### config.mk
export PLATFORM = sky130hd
export DESIGN_NAME = write_buffer_flat
export DESIGN_NICKNAME = d
export VERILOG_FILES = /design/src/hdl/isa_pkg.sv /design/src/hdl/mem_pkg.sv /design/src/hdl/mem_bus_if.sv /design/src/hdl/write_buffer.sv /design/src/flat_wrapper.sv
export VERILOG_INCLUDE_DIRS = /design/src /design/src/hdl
export SDC_FILE = /design/constraint.sdc
export NUM_CORES = 1
export LEC_CHECK = 0
export ABC_AREA = 1
export BUFFER_PORTS_ARGS = -buffer_cell sky130_fd_sc_hd__buf_4
export CAP_MARGIN = 20
export CORE_UTILIZATION = 45
export DETAILED_ROUTE_END_ITERATION = 12
export PLACE_DENSITY_LB_ADDON = 0.12
export SYNTH_ARGS = -nofsm -noshare
export SYNTH_HDL_FRONTEND = slang
export SYNTH_SLANG_ARGS = --single-unit
### constraint.sdc
create_clock -name clk -period 2.1 [get_ports clk]
set_input_delay 0.105 -clock clk [delete_from_list [all_inputs] [get_ports clk]]
set_output_delay 0.105 -clock clk [all_outputs]
set_load 0.1 [all_outputs]
### src/hdl/mem_settings.svh
`ifndef MEM_SETTINGS_SVH
`define MEM_SETTINGS_SVH

// data and address width
`define XLEN 32

`define REG_AW 5

// data ram depth in words
`define RAM_WORDS 256

// also the number of credits
`define WBUF_DEPTH 4

`endif

### src/hdl/isa_pkg.sv
`default_nettype none

`include "mem_settings.svh"

package isa_pkg;

  typedef enum logic [3:0] {
    op_alu   = 4'd0,
    op_lb    = 4'd1,
    op_lbu   = 4'd2,
    op_lh    = 4'd3,
    op_lhu   = 4'd4,
    op_lw    = 4'd5,
    op_sb    = 4'd6,
    op_sh    = 4'd7,
    op_sw    = 4'd8,
    op_fence = 4'd9
  } mem_op_t;

  // instruction as it leaves execute
  typedef struct packed {
    logic [`XLEN-1:0]   pc;
    mem_op_t            op;
    logic [`XLEN-1:0]   address;
    logic [`XLEN-1:0]   sdata;   // store data, not yet on its lanes
    logic [`XLEN-1:0]   wdata;   // alu result
    logic [`REG_AW-1:0] waddr;
    logic               wren;
  } exec_result_t;

endpackage

`default_nettype wire

### src/hdl/mem_pkg.sv
`default_nettype none

`include "mem_settings.svh"

package mem_pkg;

  // one write buffer entry
  typedef struct packed {
    logic [`XLEN-3:0]   addr;      // word address
    logic [`XLEN-1:0]   wdata;
    logic [`XLEN/8-1:0] wstrb;     // zero for a load
    logic               load;
    isa_pkg::mem_op_t   load_op;
    logic [1:0]         offset;
  } mem_req_t;

  typedef enum logic [3:0] {
    cause_load_misaligned  = 4'd4,
    cause_store_misaligned = 4'd6
  } trap_cause_t;

endpackage

`default_nettype wire

### src/hdl/mem_bus_if.sv
`timescale 1ns/1ns
`default_nettype none

`include "mem_settings.svh"

interface mem_bus_if;

  logic               req_valid;
  mem_pkg::mem_req_t  req;
  logic               credit_return;  // one pulse per retired entry
  logic               rsp_valid;
  logic [`XLEN-1:0]   rdata;

  modport stage (
    output req_valid,
    output req,
    input  credit_return,
    input  rsp_valid,
    input  rdata
  );

  modport buffer (
    input  req_valid,
    input  req,
    output credit_return,
    output rsp_valid,
    output rdata
  );

endinterface

`default_nettype wire

### src/hdl/write_buffer.sv
`timescale 1ns/1ns
`default_nettype none

`include "mem_settings.svh"

module write_buffer (
  input  wire logic                         clk,
  input  wire logic                         rst,
  mem_bus_if.buffer                         bus,
  output logic                              ram_en,
  output logic                              ram_we,
  output logic [$clog2(`RAM_WORDS)-1:0]     ram_addr,
  output logic [`XLEN-1:0]                  ram_wdata,
  output logic [`XLEN/8-1:0]                ram_wstrb,
  input  wire logic [`XLEN-1:0]             ram_rdata
);

  localparam int PW = $clog2(`WBUF_DEPTH);
  localparam int CW = $clog2(`WBUF_DEPTH + 1);

  mem_pkg::mem_req_t queue [`WBUF_DEPTH];
  mem_pkg::mem_req_t head_req;
  logic [PW-1:0]     head;
  logic [PW-1:0]     tail;
  logic [CW-1:0]     count;
  logic              busy;   // head entry is at the ram
  logic              issue;
  logic              push;
  logic              pop;

  function automatic logic [PW-1:0] next_ptr(input logic [PW-1:0] p);
    if (p == PW'(`WBUF_DEPTH - 1)) begin
      return '0;
    end
    return p + 1'b1;
  endfunction

  assign head_req = queue[head];
  assign push     = bus.req_valid;
  assign pop      = busy;  // ram answers one cycle after issue
  assign issue    = !busy && count != '0;

  assign ram_en    = issue;
  assign ram_we    = issue && !head_req.load;
  assign ram_addr  = head_req.addr[$clog2(`RAM_WORDS)-1:0];
  assign ram_wdata = head_req.wdata;
  assign ram_wstrb = head_req.wstrb;

  assign bus.credit_return = busy;
  assign bus.rsp_valid     = busy && head_req.load;
  assign bus.rdata         = ram_rdata;

  always_ff @(posedge clk) begin
    if (push) begin
      queue[tail] <= bus.req;
    end
  end

  always_ff @(posedge clk) begin
    if (!rst) begin
      head  <= '0;
      tail  <= '0;
      count <= '0;
      busy  <= 1'b0;
    end else begin
      busy <= issue;
      if (push) begin
        tail <= next_ptr(tail);
      end
      if (pop) begin
        head <= next_ptr(head);
      end
      case ({push, pop})
        2'b10:   count <= count + 1'b1;
        2'b01:   count <= count - 1'b1;
        default: count <= count;
      endcase
    end
  end

  // the stage must never send without a credit
  a_no_push_full: assert property (@(posedge clk) disable iff (!rst)
    push |-> count != CW'(`WBUF_DEPTH));

endmodule

`default_nettype wire

### src/flat_wrapper.sv
// flat-port wrapper written by rule: the top's interface ports become plain ports
module write_buffer_flat 
  (clk, rst, ram_en, ram_we, ram_addr, ram_wdata, ram_wstrb, ram_rdata, bus_req_valid, bus_req, bus_credit_return, bus_rsp_valid, bus_rdata);
  mem_bus_if bus_i ();
  input  wire logic clk;
  input  wire logic rst;
  output logic ram_en;
  output logic ram_we;
  output logic [$clog2(`RAM_WORDS)-1:0] ram_addr;
  output logic [`XLEN-1:0] ram_wdata;
  output logic [`XLEN/8-1:0] ram_wstrb;
  input  wire logic [`XLEN-1:0] ram_rdata;
  input wire logic [$bits(bus_i.req_valid)-1:0] bus_req_valid;
  input wire logic [$bits(bus_i.req)-1:0] bus_req;
  output wire logic [$bits(bus_i.credit_return)-1:0] bus_credit_return;
  output wire logic [$bits(bus_i.rsp_valid)-1:0] bus_rsp_valid;
  output wire logic [$bits(bus_i.rdata)-1:0] bus_rdata;
  assign bus_i.req_valid = bus_req_valid;
  assign bus_i.req = bus_req;
  assign bus_credit_return = bus_i.credit_return;
  assign bus_rsp_valid = bus_i.rsp_valid;
  assign bus_rdata = bus_i.rdata;
  write_buffer u_core (.clk(clk), .rst(rst), .bus(bus_i), .ram_en(ram_en), .ram_we(ram_we), .ram_addr(ram_addr), .ram_wdata(ram_wdata), .ram_wstrb(ram_wstrb), .ram_rdata(ram_rdata));
endmodule
==> results.py <==
metrics = {
    "floorplanning": {
        "die-area_sq_um": 17000,
        "coreArea_sq_um": 15900,
        "io-pin-count": 188,
        "rows": 46,
        "die_h_um": 130,
        "start_util_pct": 46.4,
        "die_w_um": 130,
    },
    "logic_synthesis": {
        "synth-xor-area-share_pct": 0,
        "synth_top_area_cell": "edfxtp_1",
        "synthAdderAreaFrac_pct": 1.29,
        "synth-simple-area-share_pct": 6.02,
        "ys_warn_count": 0,
        "ys_seq_area_share_pct": 75.8,
        "syn_nets": 649,
        "syn_inst": 534,
        "synthMuxAreaShare_pct": 0,
        "synth_cell_types": 20,
        "synth_top_family_by_area": "compound AO/OA/AOI/OAI gates",
        "synth.avg_cell_area_sq_um": 13.9,
        "synth_compound_area_share_pct": 10.4,
        "synth_area_leaders": "edfxtp_1, o21ai_0, nor2_1",
        "syn_area_sq_um": 7400,
        "ys_seq_elements": 190,
        "synth.top_cell.area_share_pct": 73.1,
    },
    "clock_tree": {
        "numCtsBuffers": 17,
        "ctsRootBufferMaster": "clkbuf_16",
        "cts_tree": "done",
        "cts_max_level": 4,
        "cts_resized": 0,
        "cts_buffer_depth": 2,
        "clk_latency_ns": 0.43,
        "clk_pin_slew_ns": 0.07,
        "post_cts.repair.setup_buffers": 0,
        "cts_hold_buf": 46,
        "cts_num_sinks": 190,
    },
    "detailed_routing": {
        "via_per_inst": 5.18,
        "dr.pass1.iters": 4,
        "ant_nets": 0,
        "drt_iter0_drc": 325,
        "wl_per_cell_um": 17.8,
        "wirelength_um": 15700,
        "drc_errors": 0,
        "vias": 4549,
    },
    "place": {
        "gp_congestion": 0.701,
        "port_buffers": 95,
        "hpwl_um": 8840,
    },
    "run": {
        "cap_violations": 0,
    },
    "worst_setup_path": {
        "required_ns": 2.00,
        "path_class": "reg2out",
        "cp-end-kind": "primary output",
        "arrival_ns": 1.86,
        "start_kind": "register",
        "cp_max_fo": 19,
    },
    "global_routing": {
        "grt_start_max_net_pins": 57,
        "grt_pass1_vias": 4627,
        "grt_pass1_wl_um": 24100,
        "grt_antenna_before_repair": 0,
        "overflow": 0,
        "track_usage_pct": 19.5,
    },
    "power": {
        "p_leak_uw": 0.00346,
        "power_density_nw_per_um2": 1470,
        "peakVddDrop_uv": 1020,
    },
    "layout": {
        "diodes": 0,
        "fin_nets": 765,
        "layout-drive-gt1-share_pct": 29.4,
        "fin_util_pct": 59.5,
        "area_growth_syn_to_layout_pct": 28.2,
    },
    "timing": {
        "rsz0062_at_grt": "no",
        "worst_slew_pin_slew_ns": 0.426,
        "setup_viol": 0,
        "max_slew_margin_pct": 71.6,
        "final_hold_viol_count": 0,
        "min_period_ns": 1.97,
        "fmax_mhz": 508,
        "skew_ns": 0.00993,
        "slew_violations": 0,
        "finalSetupTns_ns": 0,
        "fin_crit_sh_pct": 93.8,
    },
    "min_path": {
        "hp-class": "in2reg",
    },
    "status": {
        "outcome": "finished, final reports clean",
    },
}
## final cells by class
type,instances,area [sq um]
clock buffer,18,429
clock inverter,14,166
fill,1265,6460
inverter,19,75.1
multi-input combinational,265,1590
sequential,190,5610
tap,216,270
timing repair buffer,157,1340
## path summary, 6_finish.rpt
check / start / to / slack (ns) / cells after the start
max: register / ram_wdata[1] / 0.13 / 5
min: bus_req_valid / u_core.tail[1] / 0.05 / 3
max reg2reg: u_core.bus.credit_return / u_core.count[2] / 0.60 / 9
min reg2reg: u_core.count[2] / u_core.count[2] / 0.54 / 3
## cell usage after synthesis, drive strengths merged
cell type	count
dfxtp	10
nand2	14
o21ai	92
nor3	2
buf	57
clkinv	1
fa	1
inv	18
nand4	1
nand3	4
nor2	95
ha	6
clkbuf	3
edfxtp	180
o22ai	44
a21oi	6
## worst max-delay path, stage by stage (launching register included)
cell	delay [ns]
dfxtp_2	0.35
clkinv_2	0.30
buf_4	0.30
o21ai_0	0.12
o22ai_2	0.10
buf_4	0.24
## cells by family after synthesis
group           count (synthesis)
fa+ha+maj                       7
compound gates                142
flops                         190
simple gates                  116
buf+inv                        79
## flip-flops by register name (all words and copies together), names as in the netlist, named ones only
name,cells
u_core.bus.credit_return,1
u_core.count,3
u_core.head,2
u_core.queue,180
u_core.tail,2
## routing by layer
metal  vias up  global-route usage (%)  share of wire [%]
li1       2157                       -                  -
met1      2220                    25.1                 44
met2       142                    32.0                 49
met3        30                    5.08                6.2
met4         0                    6.70                1.4
met5         -                       0                  0
## report_power, final
part | internal, uW | leakage, uW | switching, uW
sequential | 4360 | 0.00174 | 73.0
combinational | 1370 | 0.00144 | 4880
clock | 1880 | 0.000286 | 1360
## stage by stage
step / total power [uW] / setup slack, ns / cell area (sq um) / hold WS [ns] / cells
4_1_cts: 14000 / 0.0978 / 9480 / 0.0209 / 879
6_report: 13900 / 0.131 / 9480 / 0.0531 / 879
3_5_place_dp: 10700 / 0.566 / 8430 / 0.211 / 801
2_1_floorplan: 9750 / 0.229 / 7680 / 0.204 / 534
5_1_grt: 14400 / 0.0106 / 9480 / 0.0719 / 879
3_3_place_gp: 10700 / 0.599 / 8430 / 0.211 / 801
## placed cells by master (no fill, tap or decap)
| cell | n |
|---|---|
| nor3_1 | 2 |
| inv_4 | 1 |
| nor2_1 | 94 |
| ha_1 | 6 |
| nand2_1 | 14 |
| buf_12 | 4 |
| clkinvlp_4 | 2 |
| nand3_1 | 4 |
| clkinv_4 | 2 |
| nand4_1 | 1 |
| a21oi_2 | 1 |
| clkbuf_1 | 1 |
| bufinv_16 | 3 |
| edfxtp_1 | 180 |
| dfxtp_2 | 3 |
| clkinv_1 | 2 |
| o22ai_2 | 44 |
| inv_2 | 4 |
| inv_1 | 13 |
| dfxtp_1 | 7 |
| o21ai_0 | 85 |
| fa_1 | 1 |
| o21ai_1 | 7 |
| clkinv_2 | 3 |
| clkbuf_16 | 17 |
| inv_6 | 3 |
| dlygate4sd3_1 | 46 |
| a21oi_1 | 5 |
| nor2_2 | 1 |
| buf_4 | 107 |
Note: power is estimated with default switching activity, not from simulation.
