===== config.mk =====
export PLATFORM = sky130hd
export DESIGN_NAME = lsu_align
export DESIGN_NICKNAME = d
export VERILOG_FILES = /design/src/hdl/isa_pkg.sv /design/src/hdl/lsu_align.sv
export VERILOG_INCLUDE_DIRS = /design/src /design/src/hdl
export SDC_FILE = /design/constraint.sdc
export NUM_CORES = 1
export LEC_CHECK = 0
export ABC_AREA = 1
export ABC_CLOCK_PERIOD_IN_PS = 1700
export BUFFER_PORTS_ARGS = -buffer_cell sky130_fd_sc_hd__buf_4
export CAP_MARGIN = 20
export CORE_UTILIZATION = 30
export DETAILED_ROUTE_END_ITERATION = 6
export PLACE_DENSITY = 0.7
export SYNTH_ARGS = -nofsm -noshare
export SYNTH_HDL_FRONTEND = slang
export SYNTH_SLANG_ARGS = --single-unit
export TNS_END_PERCENT = 100

===== constraint.sdc =====
create_clock -name vclk -period 1.7
set_clock_uncertainty 0.05 [all_clocks]
set_input_delay 0.085 -clock vclk [all_inputs]
set_output_delay 0.085 -clock vclk [all_outputs]
set_load 0.02 [all_outputs]

===== src/hdl/mem_settings.svh =====
`ifndef MEM_SETTINGS_SVH
`define MEM_SETTINGS_SVH

// data and address width
`define XLEN 32

`define REG_AW 5

// data ram depth in words
`define RAM_WORDS 256

// also the number of credits
`define WBUF_DEPTH 4

`endif


===== src/hdl/isa_pkg.sv =====
`default_nettype none

`include "mem_settings.svh"

package isa_pkg;

  typedef enum logic [3:0] {
    op_alu   = 4'd0,
    op_lb    = 4'd1,
    op_lbu   = 4'd2,
    op_lh    = 4'd3,
    op_lhu   = 4'd4,
    op_lw    = 4'd5,
    op_sb    = 4'd6,
    op_sh    = 4'd7,
    op_sw    = 4'd8,
    op_fence = 4'd9
  } mem_op_t;

  // instruction as it leaves execute
  typedef struct packed {
    logic [`XLEN-1:0]   pc;
    mem_op_t            op;
    logic [`XLEN-1:0]   address;
    logic [`XLEN-1:0]   sdata;   // store data, not yet on its lanes
    logic [`XLEN-1:0]   wdata;   // alu result
    logic [`REG_AW-1:0] waddr;
    logic               wren;
  } exec_result_t;

endpackage

`default_nettype wire


===== src/hdl/lsu_align.sv =====
`timescale 1ns/1ns
`default_nettype none

`include "mem_settings.svh"

module lsu_align (
  input  wire logic [`XLEN-1:0]   addr,
  input  wire logic [`XLEN-1:0]   sdata,
  input  wire isa_pkg::mem_op_t   op,
  input  wire logic [`XLEN-1:0]   rdata,
  output logic [`XLEN-1:0]        wdata,
  output logic [`XLEN/8-1:0]      wstrb,
  output logic                    misaligned,
  output logic [`XLEN-1:0]        ldata
);

  localparam int NB = `XLEN / 8;

  logic [1:0]  off;
  logic [7:0]  lbyte;
  logic [15:0] lhalf;

  assign off   = addr[1:0];
  assign lbyte = rdata[8*off +: 8];
  assign lhalf = rdata[16*off[1] +: 16];

  always_comb begin
    wdata      = sdata;
    wstrb      = '0;
    misaligned = 1'b0;
    case (op)
      isa_pkg::op_sb: begin
        wdata = {NB{sdata[7:0]}};  // byte on every lane
        wstrb = NB'(1) << off;
      end
      isa_pkg::op_sh: begin
        wdata      = {(NB/2){sdata[15:0]}};
        wstrb      = NB'(3) << off;
        misaligned = off[0];
      end
      isa_pkg::op_sw: begin
        wstrb      = '1;
        misaligned = off != 2'b00;
      end
      isa_pkg::op_lh, isa_pkg::op_lhu: misaligned = off[0];
      isa_pkg::op_lw: misaligned = off != 2'b00;
      default: misaligned = 1'b0;
    endcase
  end

  always_comb begin
    case (op)
      isa_pkg::op_lb:  ldata = {{(`XLEN-8){lbyte[7]}}, lbyte};
      isa_pkg::op_lbu: ldata = {{(`XLEN-8){1'b0}}, lbyte};
      isa_pkg::op_lh:  ldata = {{(`XLEN-16){lhalf[15]}}, lhalf};
      isa_pkg::op_lhu: ldata = {{(`XLEN-16){1'b0}}, lhalf};
      default:         ldata = rdata;
    endcase
  end

endmodule

`default_nettype wire


==> out/results.txt, run 1 <==
Outcome -> completed
Met1 usage -> 25.0%
FILL cells -> 545
Met3 Use GR -> 4.82%
Switching power total -> 0.497 mW
Mapped Area -> 1640 µm²
Hold Startpoint -> sdata[2]
Syn Inst Count -> 349
Via count -> 2642
Busiest layer in global routing -> met2
Pre-antenna DRT Iters -> 4
Worst-path fanout max -> 24
Proportion of synthesized chip area in sequential cells -> 0%
Ports -> 169
CTS Hold Bufs -> 0
Slowest cell on crit path -> nand2_4
Hold depth -> 2
Chip height -> 75.9 µm
DRC -> 0
Cell Chain, Critical Path -> buf_4 > inv_4 > nand2_2 > nand2_1 > nand2_1 > nand2_1 > nand2_4 > nand3_1 > buf_4
Inst Count DP -> 538
Peak VDD IR -> 177 µV
Final Hold Fails -> 0
CP Capture Type -> output pin
Initial core utilization -> 31.7%
Startpoint Class -> primary input
Place WS -> 0.275 ns
Worst-Margin Slew -> 0.384 ns
CTS resizes -> 0
Sequential cell area -> 0 µm²
Worst Path Arrival -> 1.28 ns
Routability cong. -> 0.853
PD cells -> 336 nW/µm²
Combinational fraction of design power -> 100.0%
Worst hold path type -> in2out
Ys Warns -> 0
Static Leak -> 1.63 nW
Clock buf count -> 0
Worst Setup Path Type -> in2out
FP Rows -> 26
Internal power -> 0.397 mW
Post-Layout Cell Count -> 538
Routed WL per cell -> 12.4 µm
Share of layout cells above drive strength 1 -> 37.6%
PortBufs -> 139
Vias in the first global route -> 2341
Synthesized area per cell -> 4.70 µm²
Grt ovf -> 0
First-pass GRT wire length -> 10700 µm
Switching share of total power -> 55.6%
Most common cell after layout, fill and taps aside -> nand2_1
Total power -> 0.894 mW
Core area -> 5170 µm²
Worst path bufs/invs -> 3
Final period utilization -> 83.1%
Largest net degree at the start of global routing -> 33
Top Family by Delay on Critical Path -> simple AND/OR/NAND/NOR gates
Antenna violations before repair -> 0
# nets final -> 570
Peak Freq -> 708 MHz
Worst hold endpoint -> wdata[2]
DRT iter0 DRCs -> 81
Post-DR vias/cell -> 4.91
Count of different cell masters after synthesis -> 17
Routing usage on met2 -> 42.5%
Setup violators final -> 0
GRT Util Overall -> 21.7%
Worst slew margin -> 74.3%
Post-Route Setup TNS -> 0 ns
Fin. max-slew vios -> 0
Most frequent CP cell -> nand2_1
Commonest non-fill, non-tap cells in the layout -> 151 x nand2_1, 146 x buf_4, 75 x nand3_1
Seq pwr share -> 0%
Detailed Route WL -> 6690 µm
Required @ worst endpoint -> 1.56 ns
Worst path max stage delay -> 0.27 ns
Syn Nets -> 449
Final instance area -> 2660 µm²
Die area -> 5760 µm²
Area delta synth->final -> 62.1%
RSZ-0062 raised after global routing -> false
Post-Place Cell Area -> 2660 µm²
Max cap viols -> 0
Clock power share -> 0%
Chip Width -> 75.9 µm
HPWL after DPL -> 5100 µm
Final WS setup -> 0.288 ns
Number of antenna diodes -> 0
Post-CTS Setup Inserts -> 0
Fin crit period -> 1.41 ns
FF+latch count -> 0
Antenna Violating Nets Remaining -> 0
## synthesized netlist by cell type (all sizes together)
cell,instances,area [µm²]
nand3,86,485
nand2,156,608
o21ai,23,115
nor2,45,199
inv,11,46.3
buf,27,181
clkbuf,1,3.75
## per-stage QoR
step,hold WS (ns),util [%]
floorplan,0.233,-
global placement,0.340,51.4
detailed placement,0.342,51.4
CTS,0.342,51.4
global route,0.348,51.4
finish,0.343,51.4
## metal layers
layer,share of wire (%),wire [µm],vias to the layer above
li1,-,-,1364
met1,40,2680,1156
met2,50,3370,120
met3,9.4,632,2
met4,0.18,12,0
met5,0,0,-
## power groups by stage
stage	sequential, mW	combinational [mW]	clock [mW]
6_report	0	0.894	0
3_3_place_gp	0	0.889	0
4_1_cts	0	0.898	0
2_1_floorplan	0	0.492	0
3_5_place_dp	0	0.895	0
5_1_grt	0	0.971	0
## cell families (layout without fill, tap and decap cells)
logic type,Yosys count,in the layout,synth area share [%]
and+or+nand+nor,287,287,78.9
buffers and inverters,39,158,14.1
AOI/OAI and AO/OA,23,23,7.02
## worst max-delay path by stage
stage,slack [ns],endpoint,startpoint,depth (start not counted)
after global routing,0.17,ldata[15],addr[1],9
after floorplan,0.61,ldata[10],addr[1],9
after CTS,0.28,ldata[15],addr[0],9
final,0.29,ldata[9],addr[0],9
after detailed placement,0.28,ldata[15],addr[0],9
after global placement,0.28,ldata[15],addr[0],9
## final cells by class
class / instances / area [µm²] / share of cell area [%]
Multi-Input combinational cell: 310 / 1410 / 53.0
Tap cell: 70 / 87.6 / 3.30
Timing Repair Buffer: 147 / 1120 / 42.0
Inverter: 11 / 46.3 / 1.74
Power figures use the tool's default switching activity.
==> run 2: changes to the inputs <==
--- a/config.mk
+++ b/config.mk
@@ -7,7 +7,7 @@
 export NUM_CORES = 1
 export LEC_CHECK = 0
 export ABC_AREA = 1
-export ABC_CLOCK_PERIOD_IN_PS = 1700
+export ABC_CLOCK_PERIOD_IN_PS = 1400
 export BUFFER_PORTS_ARGS = -buffer_cell sky130_fd_sc_hd__buf_4
 export CAP_MARGIN = 20
 export CORE_UTILIZATION = 30
==> constraint.sdc (replaced) <==
create_clock -name vclk -period 1.4
set_clock_uncertainty 0.05 [all_clocks]
set_input_delay 0.07 -clock vclk [all_inputs]
set_output_delay 0.07 -clock vclk [all_outputs]
set_load 0.02 [all_outputs]
==> run 2 against run 1 <==
Compared with the run above:
- hold slack worse by 0.034 ns
- clock-buffer cell count did not move
- sequential share of layout area did not move
- non-clock buffer count up 2
- die area stayed put
- combinational power rose by 23%
- critical path type unchanged
- largest cell class unchanged
==> out/results.txt, run 2 (synthesis results as in run 1) <==
Critical path endpoint -> ldata[24]
Worst Setup SP -> op[3]
Startpoint Class -> primary input
Peak VDD IR -> 210 µV (+19%)
HPWL after DPL -> 5290 µm (+3.8%)
GRT Util Overall -> 22.8% (+1.1 points)
Worst-path fanout max -> 16 (-33%)
Post-DR vias/cell -> 4.96 (+0.95%)
Most common cell after layout, fill and taps aside -> nand2_1
Worst slew margin -> 74.3% (about the same)
Pre-antenna DRT Iters -> 4 (unchanged)
Fin. max-slew vios -> 0 (unchanged)
Clock buf count -> 0 (unchanged)
CP Capture Type -> output pin
FF+latch count -> 0 (unchanged)
Final WS setup -> 0.113 ns (-0.175 ns)
FP Rows -> 26 (unchanged)
Largest net degree at the start of global routing -> 33 (unchanged)
Commonest non-fill, non-tap cells in the layout -> 150 x nand2_1, 148 x buf_4, 75 x nand3_1
Routed WL per cell -> 12.6 µm (+1.4%)
Grt ovf -> 0 (unchanged)
# nets final -> 572 (+0.35%)
Core area -> 5170 µm² (unchanged)
Combinational fraction of design power -> 100.0% (about the same)
Area delta synth->final -> 63.7%
Worst hold path type -> in2out
Detailed Route WL -> 6810 µm (+1.8%)
Clock power share -> 0% (unchanged)
Switching share of total power -> 55.5% (-0.065 points)
FILL cells -> 549 (+0.73%)
Post-CTS Setup Inserts -> 0 (unchanged)
Chip height -> 75.9 µm (unchanged)
Worst-Margin Slew -> 0.386 ns (+0.00112 ns)
Routability cong. -> 0.836 (-2.0%)
Peak Freq -> 777 MHz
Sequential cell area -> 0 µm² (unchanged)
Max cap viols -> 0 (unchanged)
Final Hold Fails -> 0 (unchanged)
Internal power -> 0.488 mW (+23%)
Worst Setup Path Type -> in2out
Place WS -> 0.0568 ns (-0.219 ns)
Worst Path Arrival -> 1.17 ns (-0.11 ns)
Ports -> 169 (unchanged)
Switching power total -> 0.608 mW (+22%)
Antenna violations before repair -> 0 (unchanged)
Initial core utilization -> 31.7% (unchanged)
Vias in the first global route -> 2440 (+4.2%)
Required @ worst endpoint -> 1.28 ns (-0.28 ns)
Static Leak -> 1.63 nW (+0.18%)
Number of antenna diodes -> 0 (unchanged)
Die area -> 5760 µm² (unchanged)
Chip Width -> 75.9 µm (unchanged)
PortBufs -> 139 (unchanged)
Outcome -> completed
Seq pwr share -> 0% (unchanged)
Via count -> 2677 (+1.3%)
Final period utilization -> 91.9%
First-pass GRT wire length -> 11300 µm (+5.5%)
Setup violators final -> 0 (unchanged)
Hold Slack -> 0.309 ns (-0.0343 ns)
Share of layout cells above drive strength 1 -> 38.1% (+0.48 points)
Antenna Violating Nets Remaining -> 0 (unchanged)
DRT iter0 DRCs -> 86 (+6.2%)
Final instance area -> 2680 µm² (+0.99%)
Fin crit period -> 1.29 ns
Total power -> 1.10 mW (+23%)
Post-Place Cell Area -> 2670 µm² (+0.56%)
PD cells -> 408 nW/µm² (+21%)
DRC -> 0 (unchanged)
-- run 2: cell types whose count changed in the layout (fill, tap and decap cells not counted) --
cell	previous run	this run
buf_4	146	148
nand2_8	0	1
nand2_1	151	150
nand2_4	2	1
nand2_2	3	4
-- run 2: routing by layer --
metal  part of all wire (%)  vias to the layer above  wire length, µm  GRT usage (%)
met5                      0                        -                0              0
met4                   0.40                        0               27           2.50
met3                    9.5                        2              644           4.82
met2                     50                      120             3420           43.5
met1                     40                     1183             2720           26.7
li1                       -                     1372                -              -
-- run 2: worst min path at each step --
stage	startpoint	to	slack (ns)	cells after the start
2_1_floorplan	sdata[0]	wdata[0]	0.20	1
3_3_place_gp	sdata[2]	wdata[2]	0.31	2
3_5_place_dp	sdata[2]	wdata[2]	0.31	2
4_1_cts	sdata[2]	wdata[2]	0.31	2
5_1_grt	sdata[2]	wdata[2]	0.31	2
6_report	sdata[2]	wdata[2]	0.31	2
-- run 2: critical path: stages --
cell	delay, ns
buf_4	0.12
inv_2	0.07
nand2_1	0.14
nor2_4	0.26
nand2_4	0.21
nand3_1	0.14
buf_4	0.14
-- run 2: area by class of cell --
type	count	area, µm²	share of cell area (%)
Multi-Input combinational cell	310	1420	52.9
Tap cell	70	87.6	3.26
Timing Repair Buffer	149	1130	42.1
Inverter	11	46.3	1.72
-- run 2: what timing repair did --
item | CTS | global route
resized for setup | 0 | 2
hold buffers | 0 | 0
setup endpoints to repair | 0 | 18
-- run 2: power by group through the flow --
stage                     registers, mW  logic, mW  clock network, mW
final                                 0       1.10                  0
after global routing                  0       1.19                  0
after CTS                             0       1.10                  0
after detailed placement              0       1.09                  0
after global placement                0       1.09                  0
after floorplan                       0      0.598                  0
-- run 2: stage by stage --
step                      TNS [ns]  cells  util [%]
after floorplan                  0    349         -
after global routing      -0.00186    540      51.9
after CTS                        0    540      51.7
after global placement           0    540      51.7
final                            0    540      51.9
after detailed placement         0    540      51.7
