===== src/hdl/mem_settings.svh =====
`ifndef MEM_SETTINGS_SVH
`define MEM_SETTINGS_SVH

// data and address width
`define XLEN 32

`define REG_AW 5

// data ram depth in words
`define RAM_WORDS 256

// also the number of credits
`define WBUF_DEPTH 4

`endif


===== src/hdl/isa_pkg.sv =====
`default_nettype none

`include "mem_settings.svh"

package isa_pkg;

  typedef enum logic [3:0] {
    op_alu   = 4'd0,
    op_lb    = 4'd1,
    op_lbu   = 4'd2,
    op_lh    = 4'd3,
    op_lhu   = 4'd4,
    op_lw    = 4'd5,
    op_sb    = 4'd6,
    op_sh    = 4'd7,
    op_sw    = 4'd8,
    op_fence = 4'd9
  } mem_op_t;

  // instruction as it leaves execute
  typedef struct packed {
    logic [`XLEN-1:0]   pc;
    mem_op_t            op;
    logic [`XLEN-1:0]   address;
    logic [`XLEN-1:0]   sdata;   // store data, not yet on its lanes
    logic [`XLEN-1:0]   wdata;   // alu result
    logic [`REG_AW-1:0] waddr;
    logic               wren;
  } exec_result_t;

endpackage

`default_nettype wire


===== src/hdl/mem_pkg.sv =====
`default_nettype none

`include "mem_settings.svh"

package mem_pkg;

  // one write buffer entry
  typedef struct packed {
    logic [`XLEN-3:0]   addr;      // word address
    logic [`XLEN-1:0]   wdata;
    logic [`XLEN/8-1:0] wstrb;     // zero for a load
    logic               load;
    isa_pkg::mem_op_t   load_op;
    logic [1:0]         offset;
  } mem_req_t;

  typedef enum logic [3:0] {
    cause_load_misaligned  = 4'd4,
    cause_store_misaligned = 4'd6
  } trap_cause_t;

endpackage

`default_nettype wire


===== src/hdl/mem_bus_if.sv =====
`timescale 1ns/1ns
`default_nettype none

`include "mem_settings.svh"

interface mem_bus_if;

  logic               req_valid;
  mem_pkg::mem_req_t  req;
  logic               credit_return;  // one pulse per retired entry
  logic               rsp_valid;
  logic [`XLEN-1:0]   rdata;

  modport stage (
    output req_valid,
    output req,
    input  credit_return,
    input  rsp_valid,
    input  rdata
  );

  modport buffer (
    input  req_valid,
    input  req,
    output credit_return,
    output rsp_valid,
    output rdata
  );

endinterface

`default_nettype wire


===== src/hdl/memory_stage.sv =====
`timescale 1ns/1ns
`default_nettype none

`include "mem_settings.svh"

module memory_stage (
  input  wire logic                 clk,
  input  wire logic                 rst,
  input  wire logic                 in_valid,
  input  wire isa_pkg::exec_result_t in_instr,
  input  wire logic                 flush,
  output logic                      stall,
  output logic                      wb_wren,
  output logic [`REG_AW-1:0]        wb_waddr,
  output logic [`XLEN-1:0]          wb_wdata,
  output logic                      trap_valid,
  output mem_pkg::trap_cause_t      trap_cause,
  output logic [`XLEN-1:0]          trap_epc,
  output logic [`XLEN-1:0]          trap_tval,
  mem_bus_if.stage                  bus,
  output logic [`XLEN-1:0]          al_addr,
  output logic [`XLEN-1:0]          al_sdata,
  output isa_pkg::mem_op_t          al_op,
  input  wire logic [`XLEN-1:0]     al_wdata,
  input  wire logic [`XLEN/8-1:0]   al_wstrb,
  input  wire logic                 al_misaligned,
  output logic [`XLEN-1:0]          al_rdata,
  input  wire logic [`XLEN-1:0]     al_ldata
);

  localparam int CW = $clog2(`WBUF_DEPTH + 1);
  localparam logic [CW-1:0] FULL = CW'(`WBUF_DEPTH);

  isa_pkg::exec_result_t r;
  logic                  r_valid;
  logic                  waiting;   // held load has its request out
  logic                  discard;   // response of a flushed load still due
  logic [CW-1:0]         credits;
  logic                  is_load;
  logic                  is_store;
  logic                  is_fence;
  logic                  is_alu;
  logic                  live;
  logic                  sent;
  logic                  load_done;
  logic                  retire;
  logic                  done;
  logic                  kill_wait;
  logic                  accept;
  mem_pkg::mem_req_t     req;

  assign is_load  = r.op inside {isa_pkg::op_lb, isa_pkg::op_lbu, isa_pkg::op_lh,
                                 isa_pkg::op_lhu, isa_pkg::op_lw};
  assign is_store = r.op inside {isa_pkg::op_sb, isa_pkg::op_sh, isa_pkg::op_sw};
  assign is_fence = r.op == isa_pkg::op_fence;
  assign is_alu   = r.op == isa_pkg::op_alu;

  assign live      = r_valid && !flush;
  assign sent      = live && (is_load || is_store) && !al_misaligned && !waiting &&
                     credits != '0;
  assign load_done = live && waiting && bus.rsp_valid;

  always_comb begin
    retire = 1'b1;  // alu ops and traps
    if (is_fence) begin
      retire = credits == FULL;  // buffer drained
    end else if ((is_load || is_store) && !al_misaligned) begin
      retire = is_store ? sent : load_done;
    end
  end

  assign done      = r_valid && (flush || retire);
  assign kill_wait = r_valid && flush && waiting && !bus.rsp_valid;
  assign stall     = (r_valid && !done) || kill_wait || (discard && !bus.rsp_valid);
  assign accept    = in_valid && !stall;

  always_ff @(posedge clk) begin
    if (accept) begin
      r <= in_instr;
    end
  end

  always_ff @(posedge clk) begin
    if (!rst) begin
      r_valid <= 1'b0;
      waiting <= 1'b0;
      discard <= 1'b0;
      credits <= FULL;
    end else begin
      if (accept) begin
        r_valid <= 1'b1;
      end else if (done) begin
        r_valid <= 1'b0;
      end
      if (sent && is_load) begin
        waiting <= 1'b1;
      end else if (bus.rsp_valid || flush) begin
        waiting <= 1'b0;
      end
      if (kill_wait) begin
        discard <= 1'b1;
      end else if (bus.rsp_valid) begin
        discard <= 1'b0;
      end
      credits <= credits - CW'(sent) + CW'(bus.credit_return);
    end
  end

  assign al_addr  = r.address;
  assign al_sdata = r.sdata;
  assign al_op    = r.op;
  assign al_rdata = bus.rdata;

  always_comb begin
    req.addr    = r.address[`XLEN-1:2];
    req.wdata   = al_wdata;
    req.wstrb   = al_wstrb;  // aligner gives zero for loads
    req.load    = is_load;
    req.load_op = r.op;
    req.offset  = r.address[1:0];
  end

  assign bus.req_valid = sent;
  assign bus.req       = req;

  assign wb_wren  = (live && is_alu && r.wren && r.waddr != '0) ||
                    (load_done && r.waddr != '0);
  assign wb_waddr = r.waddr;
  assign wb_wdata = is_load ? al_ldata : r.wdata;

  assign trap_valid = live && (is_load || is_store) && al_misaligned;
  assign trap_cause = is_load ? mem_pkg::cause_load_misaligned
                              : mem_pkg::cause_store_misaligned;
  assign trap_epc   = r.pc;
  assign trap_tval  = r.address;

  // a response only for a load still in flight
  a_rsp_expected: assert property (@(posedge clk) disable iff (!rst)
    bus.rsp_valid |-> waiting || discard);

  // credit discipline toward the write buffer
  a_credit_bound: assert property (@(posedge clk) disable iff (!rst)
    credits <= FULL);

  a_wb_trap_excl: assert property (@(posedge clk) disable iff (!rst)
    !(wb_wren && trap_valid));

endmodule

`default_nettype wire


===== src/flat_wrapper.sv =====
// flat-port wrapper written by rule: the top's interface ports become plain ports
module memory_stage_flat 
  (clk, rst, in_valid, in_instr, flush, stall, wb_wren, wb_waddr, wb_wdata, trap_valid, trap_cause, trap_epc, trap_tval, al_addr, al_sdata, al_op, al_wdata, al_wstrb, al_misaligned, al_rdata, al_ldata, bus_req_valid, bus_req, bus_credit_return, bus_rsp_valid, bus_rdata);
  mem_bus_if bus_i ();
  input  wire logic clk;
  input  wire logic rst;
  input  wire logic in_valid;
  input  wire isa_pkg::exec_result_t in_instr;
  input  wire logic flush;
  output logic stall;
  output logic wb_wren;
  output logic [`REG_AW-1:0] wb_waddr;
  output logic [`XLEN-1:0] wb_wdata;
  output logic trap_valid;
  output mem_pkg::trap_cause_t trap_cause;
  output logic [`XLEN-1:0] trap_epc;
  output logic [`XLEN-1:0] trap_tval;
  output logic [`XLEN-1:0] al_addr;
  output logic [`XLEN-1:0] al_sdata;
  output isa_pkg::mem_op_t al_op;
  input  wire logic [`XLEN-1:0] al_wdata;
  input  wire logic [`XLEN/8-1:0] al_wstrb;
  input  wire logic al_misaligned;
  output logic [`XLEN-1:0] al_rdata;
  input  wire logic [`XLEN-1:0] al_ldata;
  output wire logic [$bits(bus_i.req_valid)-1:0] bus_req_valid;
  output wire logic [$bits(bus_i.req)-1:0] bus_req;
  input wire logic [$bits(bus_i.credit_return)-1:0] bus_credit_return;
  input wire logic [$bits(bus_i.rsp_valid)-1:0] bus_rsp_valid;
  input wire logic [$bits(bus_i.rdata)-1:0] bus_rdata;
  assign bus_req_valid = bus_i.req_valid;
  assign bus_req = bus_i.req;
  assign bus_i.credit_return = bus_credit_return;
  assign bus_i.rsp_valid = bus_rsp_valid;
  assign bus_i.rdata = bus_rdata;
  memory_stage u_core (.clk(clk), .rst(rst), .in_valid(in_valid), .in_instr(in_instr), .flush(flush), .stall(stall), .wb_wren(wb_wren), .wb_waddr(wb_waddr), .wb_wdata(wb_wdata), .trap_valid(trap_valid), .trap_cause(trap_cause), .trap_epc(trap_epc), .trap_tval(trap_tval), .bus(bus_i), .al_addr(al_addr), .al_sdata(al_sdata), .al_op(al_op), .al_wdata(al_wdata), .al_wstrb(al_wstrb), .al_misaligned(al_misaligned), .al_rdata(al_rdata), .al_ldata(al_ldata));
endmodule

===== config.mk =====
export PLATFORM = sky130hd
export DESIGN_NAME = memory_stage_flat
export DESIGN_NICKNAME = d
export VERILOG_FILES = /design/src/hdl/isa_pkg.sv /design/src/hdl/mem_pkg.sv /design/src/hdl/mem_bus_if.sv /design/src/hdl/memory_stage.sv /design/src/flat_wrapper.sv
export VERILOG_INCLUDE_DIRS = /design/src /design/src/hdl
export SDC_FILE = /design/constraint.sdc
export NUM_CORES = 1
export LEC_CHECK = 0
export BUFFER_PORTS_ARGS = -buffer_cell sky130_fd_sc_hd__buf_4
export CAP_MARGIN = 20
export CORE_AREA = 2 2 206 208
export CTS_CLUSTER_DIAMETER = 150
export CTS_CLUSTER_SIZE = 24
export DETAILED_ROUTE_END_ITERATION = 10
export DIE_AREA = 0 0 208 210
export PLACE_DENSITY_LB_ADDON = 0.08
export SLEW_MARGIN = 20
export SYNTH_ARGS = -nofsm -noshare
export SYNTH_HDL_FRONTEND = slang
export SYNTH_SLANG_ARGS = --single-unit

===== constraint.sdc =====
create_clock -name clk -period 5.8 [get_ports clk]
set_input_delay 1.16 -clock clk [delete_from_list [all_inputs] [get_ports clk]]
set_output_delay 1.16 -clock clk [all_outputs]
set_load 0.03 [all_outputs]

==> out/qor.yml <==
status: "completed"
postSynthAreaPerCell_sq_um: 12.6
cp_top_family: "compound AO/OA/AOI/OAI gates"
synth_fa_ha_area_share_pct: 0.658
drt_iter0_markers: 143
antennaDiodeCount: 0
r2r.worst_path.cells: 5
r2r_start: "u_core.al_op[1]"
wl_per_cell_microns: 19.8
min_period_over_period_pct: 70.2
min_delay_path_depth: 2
synth_compound_area_share_pct: 1.61
crit_required_ns: 4.64
powerDensity_mw_per_mm2: 341
cpMostUsedCell: "nand2_1"
crit_buf_inv: 2
syn2layout_area_growth_pct: 33.9
cp_slowest_cell: "a211oi_4"
synth_top_area_share_pct: 60.5
die_w_microns: 208
relSlewSlack_pct: 41.3
grt_pass1_vias: 4664
p_leak_nw: 4.00
synth-seq-cells: 144
core_area_sq_mm: 0.0415
rsz0062_at_grt: "false"
antenna_found_initial: 2
dieArea_sq_mm: 0.0437
synthSimpleGateAreaFrac_pct: 7.24
h-tree-depth: 4
routed_via_density: 3.33
drv_cap: 0
first_pass_iters: 4
hold_start: "u_core.credits[1]"
wl_microns: 24800
routabilityCongestion: 0.721
grt_pass1_wl_microns: 33900
period_minus_slack_ns: 4.07
clkLatencyLatePin_ns: 0.43
ys_top_cells_by_area: "edfxtp_1 61%, buf_4 27%, nand2_1 5.4%, dfxtp_1 1.8%, buf_2 0.44%"
ys.warnings.count: 0
ant_nets: 0
drive_gt1_share_pct: 59.2
synth_mux_area_share_pct: 0
crit_path_end_kind: "output pin"
num-nets-final: 950
fmax_mhz: 246
port_buffers: 387
synthXorXnorAreaFrac_pct: 0.384
worstPathMaxFanout: 33
ys_seq_area_share_pct: 62.3
hold_end: "u_core.credits[2]"
crit_type: "flop to output pin"
synth_top_cell_by_area: "edfxtp_1"
synth_edf_count: 138
hold_viol: 0
async_reset_ff_share_pct: 0
worstReg2RegEnd: "u_core.al_addr[13]"
final_cells: 1254
cp.arrival_ns: 2.91
syn_inst: 542
clock-sinks: 144
critPathLaunchType: "flop"
num_vias: 4171
path_cells: "nor3_2 > a211oi_4 > inv_2 > nand2_1 > nand2_1 > buf_4"
cts_buffer_depth: 2
synth_top_family_by_area: "buffers and inverters"
cts_tree: "built"
slew_viol_final: 0
cts_buffers: 17
synth_cell_types: 32
io_pins: 527
ys_dominant_reg_cell: "edfxtp_1"
dp.cells: 1222
holdBufCountCts: 0
n_fill_cell: 4490
final.setup_skew_ns: 0.0109
critPathMaxStageDelay_ns: 0.76
syn-cell-area_sq_mm: 0.00684
initial_core_util_pct: 16.5
worst_pin_slew_ns: 0.878
grt_overflow: 0
fin_setup_tns_ns: 0
clk_pin_slew_ns: 0.06
min_path_type: "flop to flop"
whs_ns: 0.545
die_h_microns: 210
ir_drop_mv: 0.192
cts_resized: 0
hpwlAfterDp_microns: 20100
drc: 0
rows: 75
grt_max_degree: 49
cts_setup_buffers: 0
root_buffer: "clkbuf_16"
regToRegSetupSlack_ns: 2.91
grt_usage_pct: 11.1
setup_viol: 0
-- metal layers --
metal	global-route usage (%)	routed length, microns	vias to the layer above
li1	-	-	1880
met1	9.74	7580	1973
met2	20.5	13600	236
met3	5.74	2670	78
met4	5.70	969	4
met5	0	33	-
-- layout make-up --
type	instances	area (sq um)	share of cell area (%)
inverter	7	26.3	0.287
multi-input combinational	141	697	7.61
sequential	144	4260	46.5
clock buffer	19	433	4.73
timing repair buffer	391	2950	32.2
tap	539	674	7.36
clock inverter	13	119	1.30
-- cells by family after synthesis --
kind of cell | count (synthesis)
AOI/OAI and AO/OA | 14
other | 2
buffers and inverters | 258
DFF | 144
adders and majority gates | 3
xor gates and xnor gates | 3
and+or+nand+nor | 118
-- power breakdown --
part / total (W) / internal, W / switching, W
clock network: 0.00106 / 0.000624 / 0.000435
registers: 0.00131 / 0.00126 / 0.0000528
logic: 0.000760 / 0.000278 / 0.000482
-- registers in the layout, indices dropped and copies added, names as in the netlist --
name             count
u_core.al_addr      32
u_core.al_op         4
u_core.al_sdata     32
u_core.credits       3
u_core.discard       1
u_core.r            33
u_core.r_valid       1
u_core.trap_epc     32
u_core.waiting       1
u_core.wb_waddr      5
-- through the flow --
step	utilization, %	setup slack (ns)	instance area, sq um	power (W)
floorplan	-	0.146	6850	0.00194
global placement	20.8	1.95	8610	0.00212
detailed placement	20.8	1.89	8610	0.00211
CTS	22.1	1.60	9160	0.00320
global route	22.1	1.45	9160	0.00327
finish	22.1	1.73	9160	0.00313
-- worst register-to-register path, cell delays in order (launching register included) --
cell	delay, ns
edfxtp_1	0.53
nor3_2	0.14
a211oi_4	0.76
nand2_1	0.23
a31o_4	0.53
buf_4	0.40
-- how the worst max path moves through the flow --
stage | start | endpoint | slack (ns) | depth (start not counted)
after floorplan | flush | u_core.al_addr[0] | 0.15 | 4
after global placement | flush | u_core.al_sdata[4] | 1.95 | 6
after detailed placement | flush | u_core.trap_epc[10] | 1.89 | 6
after CTS | u_core.al_op[1] | wb_wdata[14] | 1.60 | 6
after global routing | u_core.al_op[1] | wb_wdata[8] | 1.45 | 6
final | u_core.al_op[1] | wb_wdata[15] | 1.73 | 6
-- synth_stat cells (2+ instances only) --
master	instances
xnor2_1	3
and2_1	3
a31oi_1	3
conb_1	2
nor3_1	4
edfxtp_1	138
buf_4	245
buf_2	6
ha_1	2
o21ai_0	3
nor4bb_1	2
nor2_1	4
dfxtp_1	6
inv_1	6
nand2_1	98
-- cells in the final DEF (no fill, tap or decap), drive strengths merged, types with 3 or more instances in the layout --
master / n
a31oi: 3
and2: 3
buf: 391
clkbuf: 19
clkinv: 8
conb: 3
dfxtp: 6
edfxtp: 138
inv: 8
nand2: 98
nor2: 4
nor3: 5
o21ai: 3
xnor2: 3
Note: power is estimated with default switching activity, not from simulation.
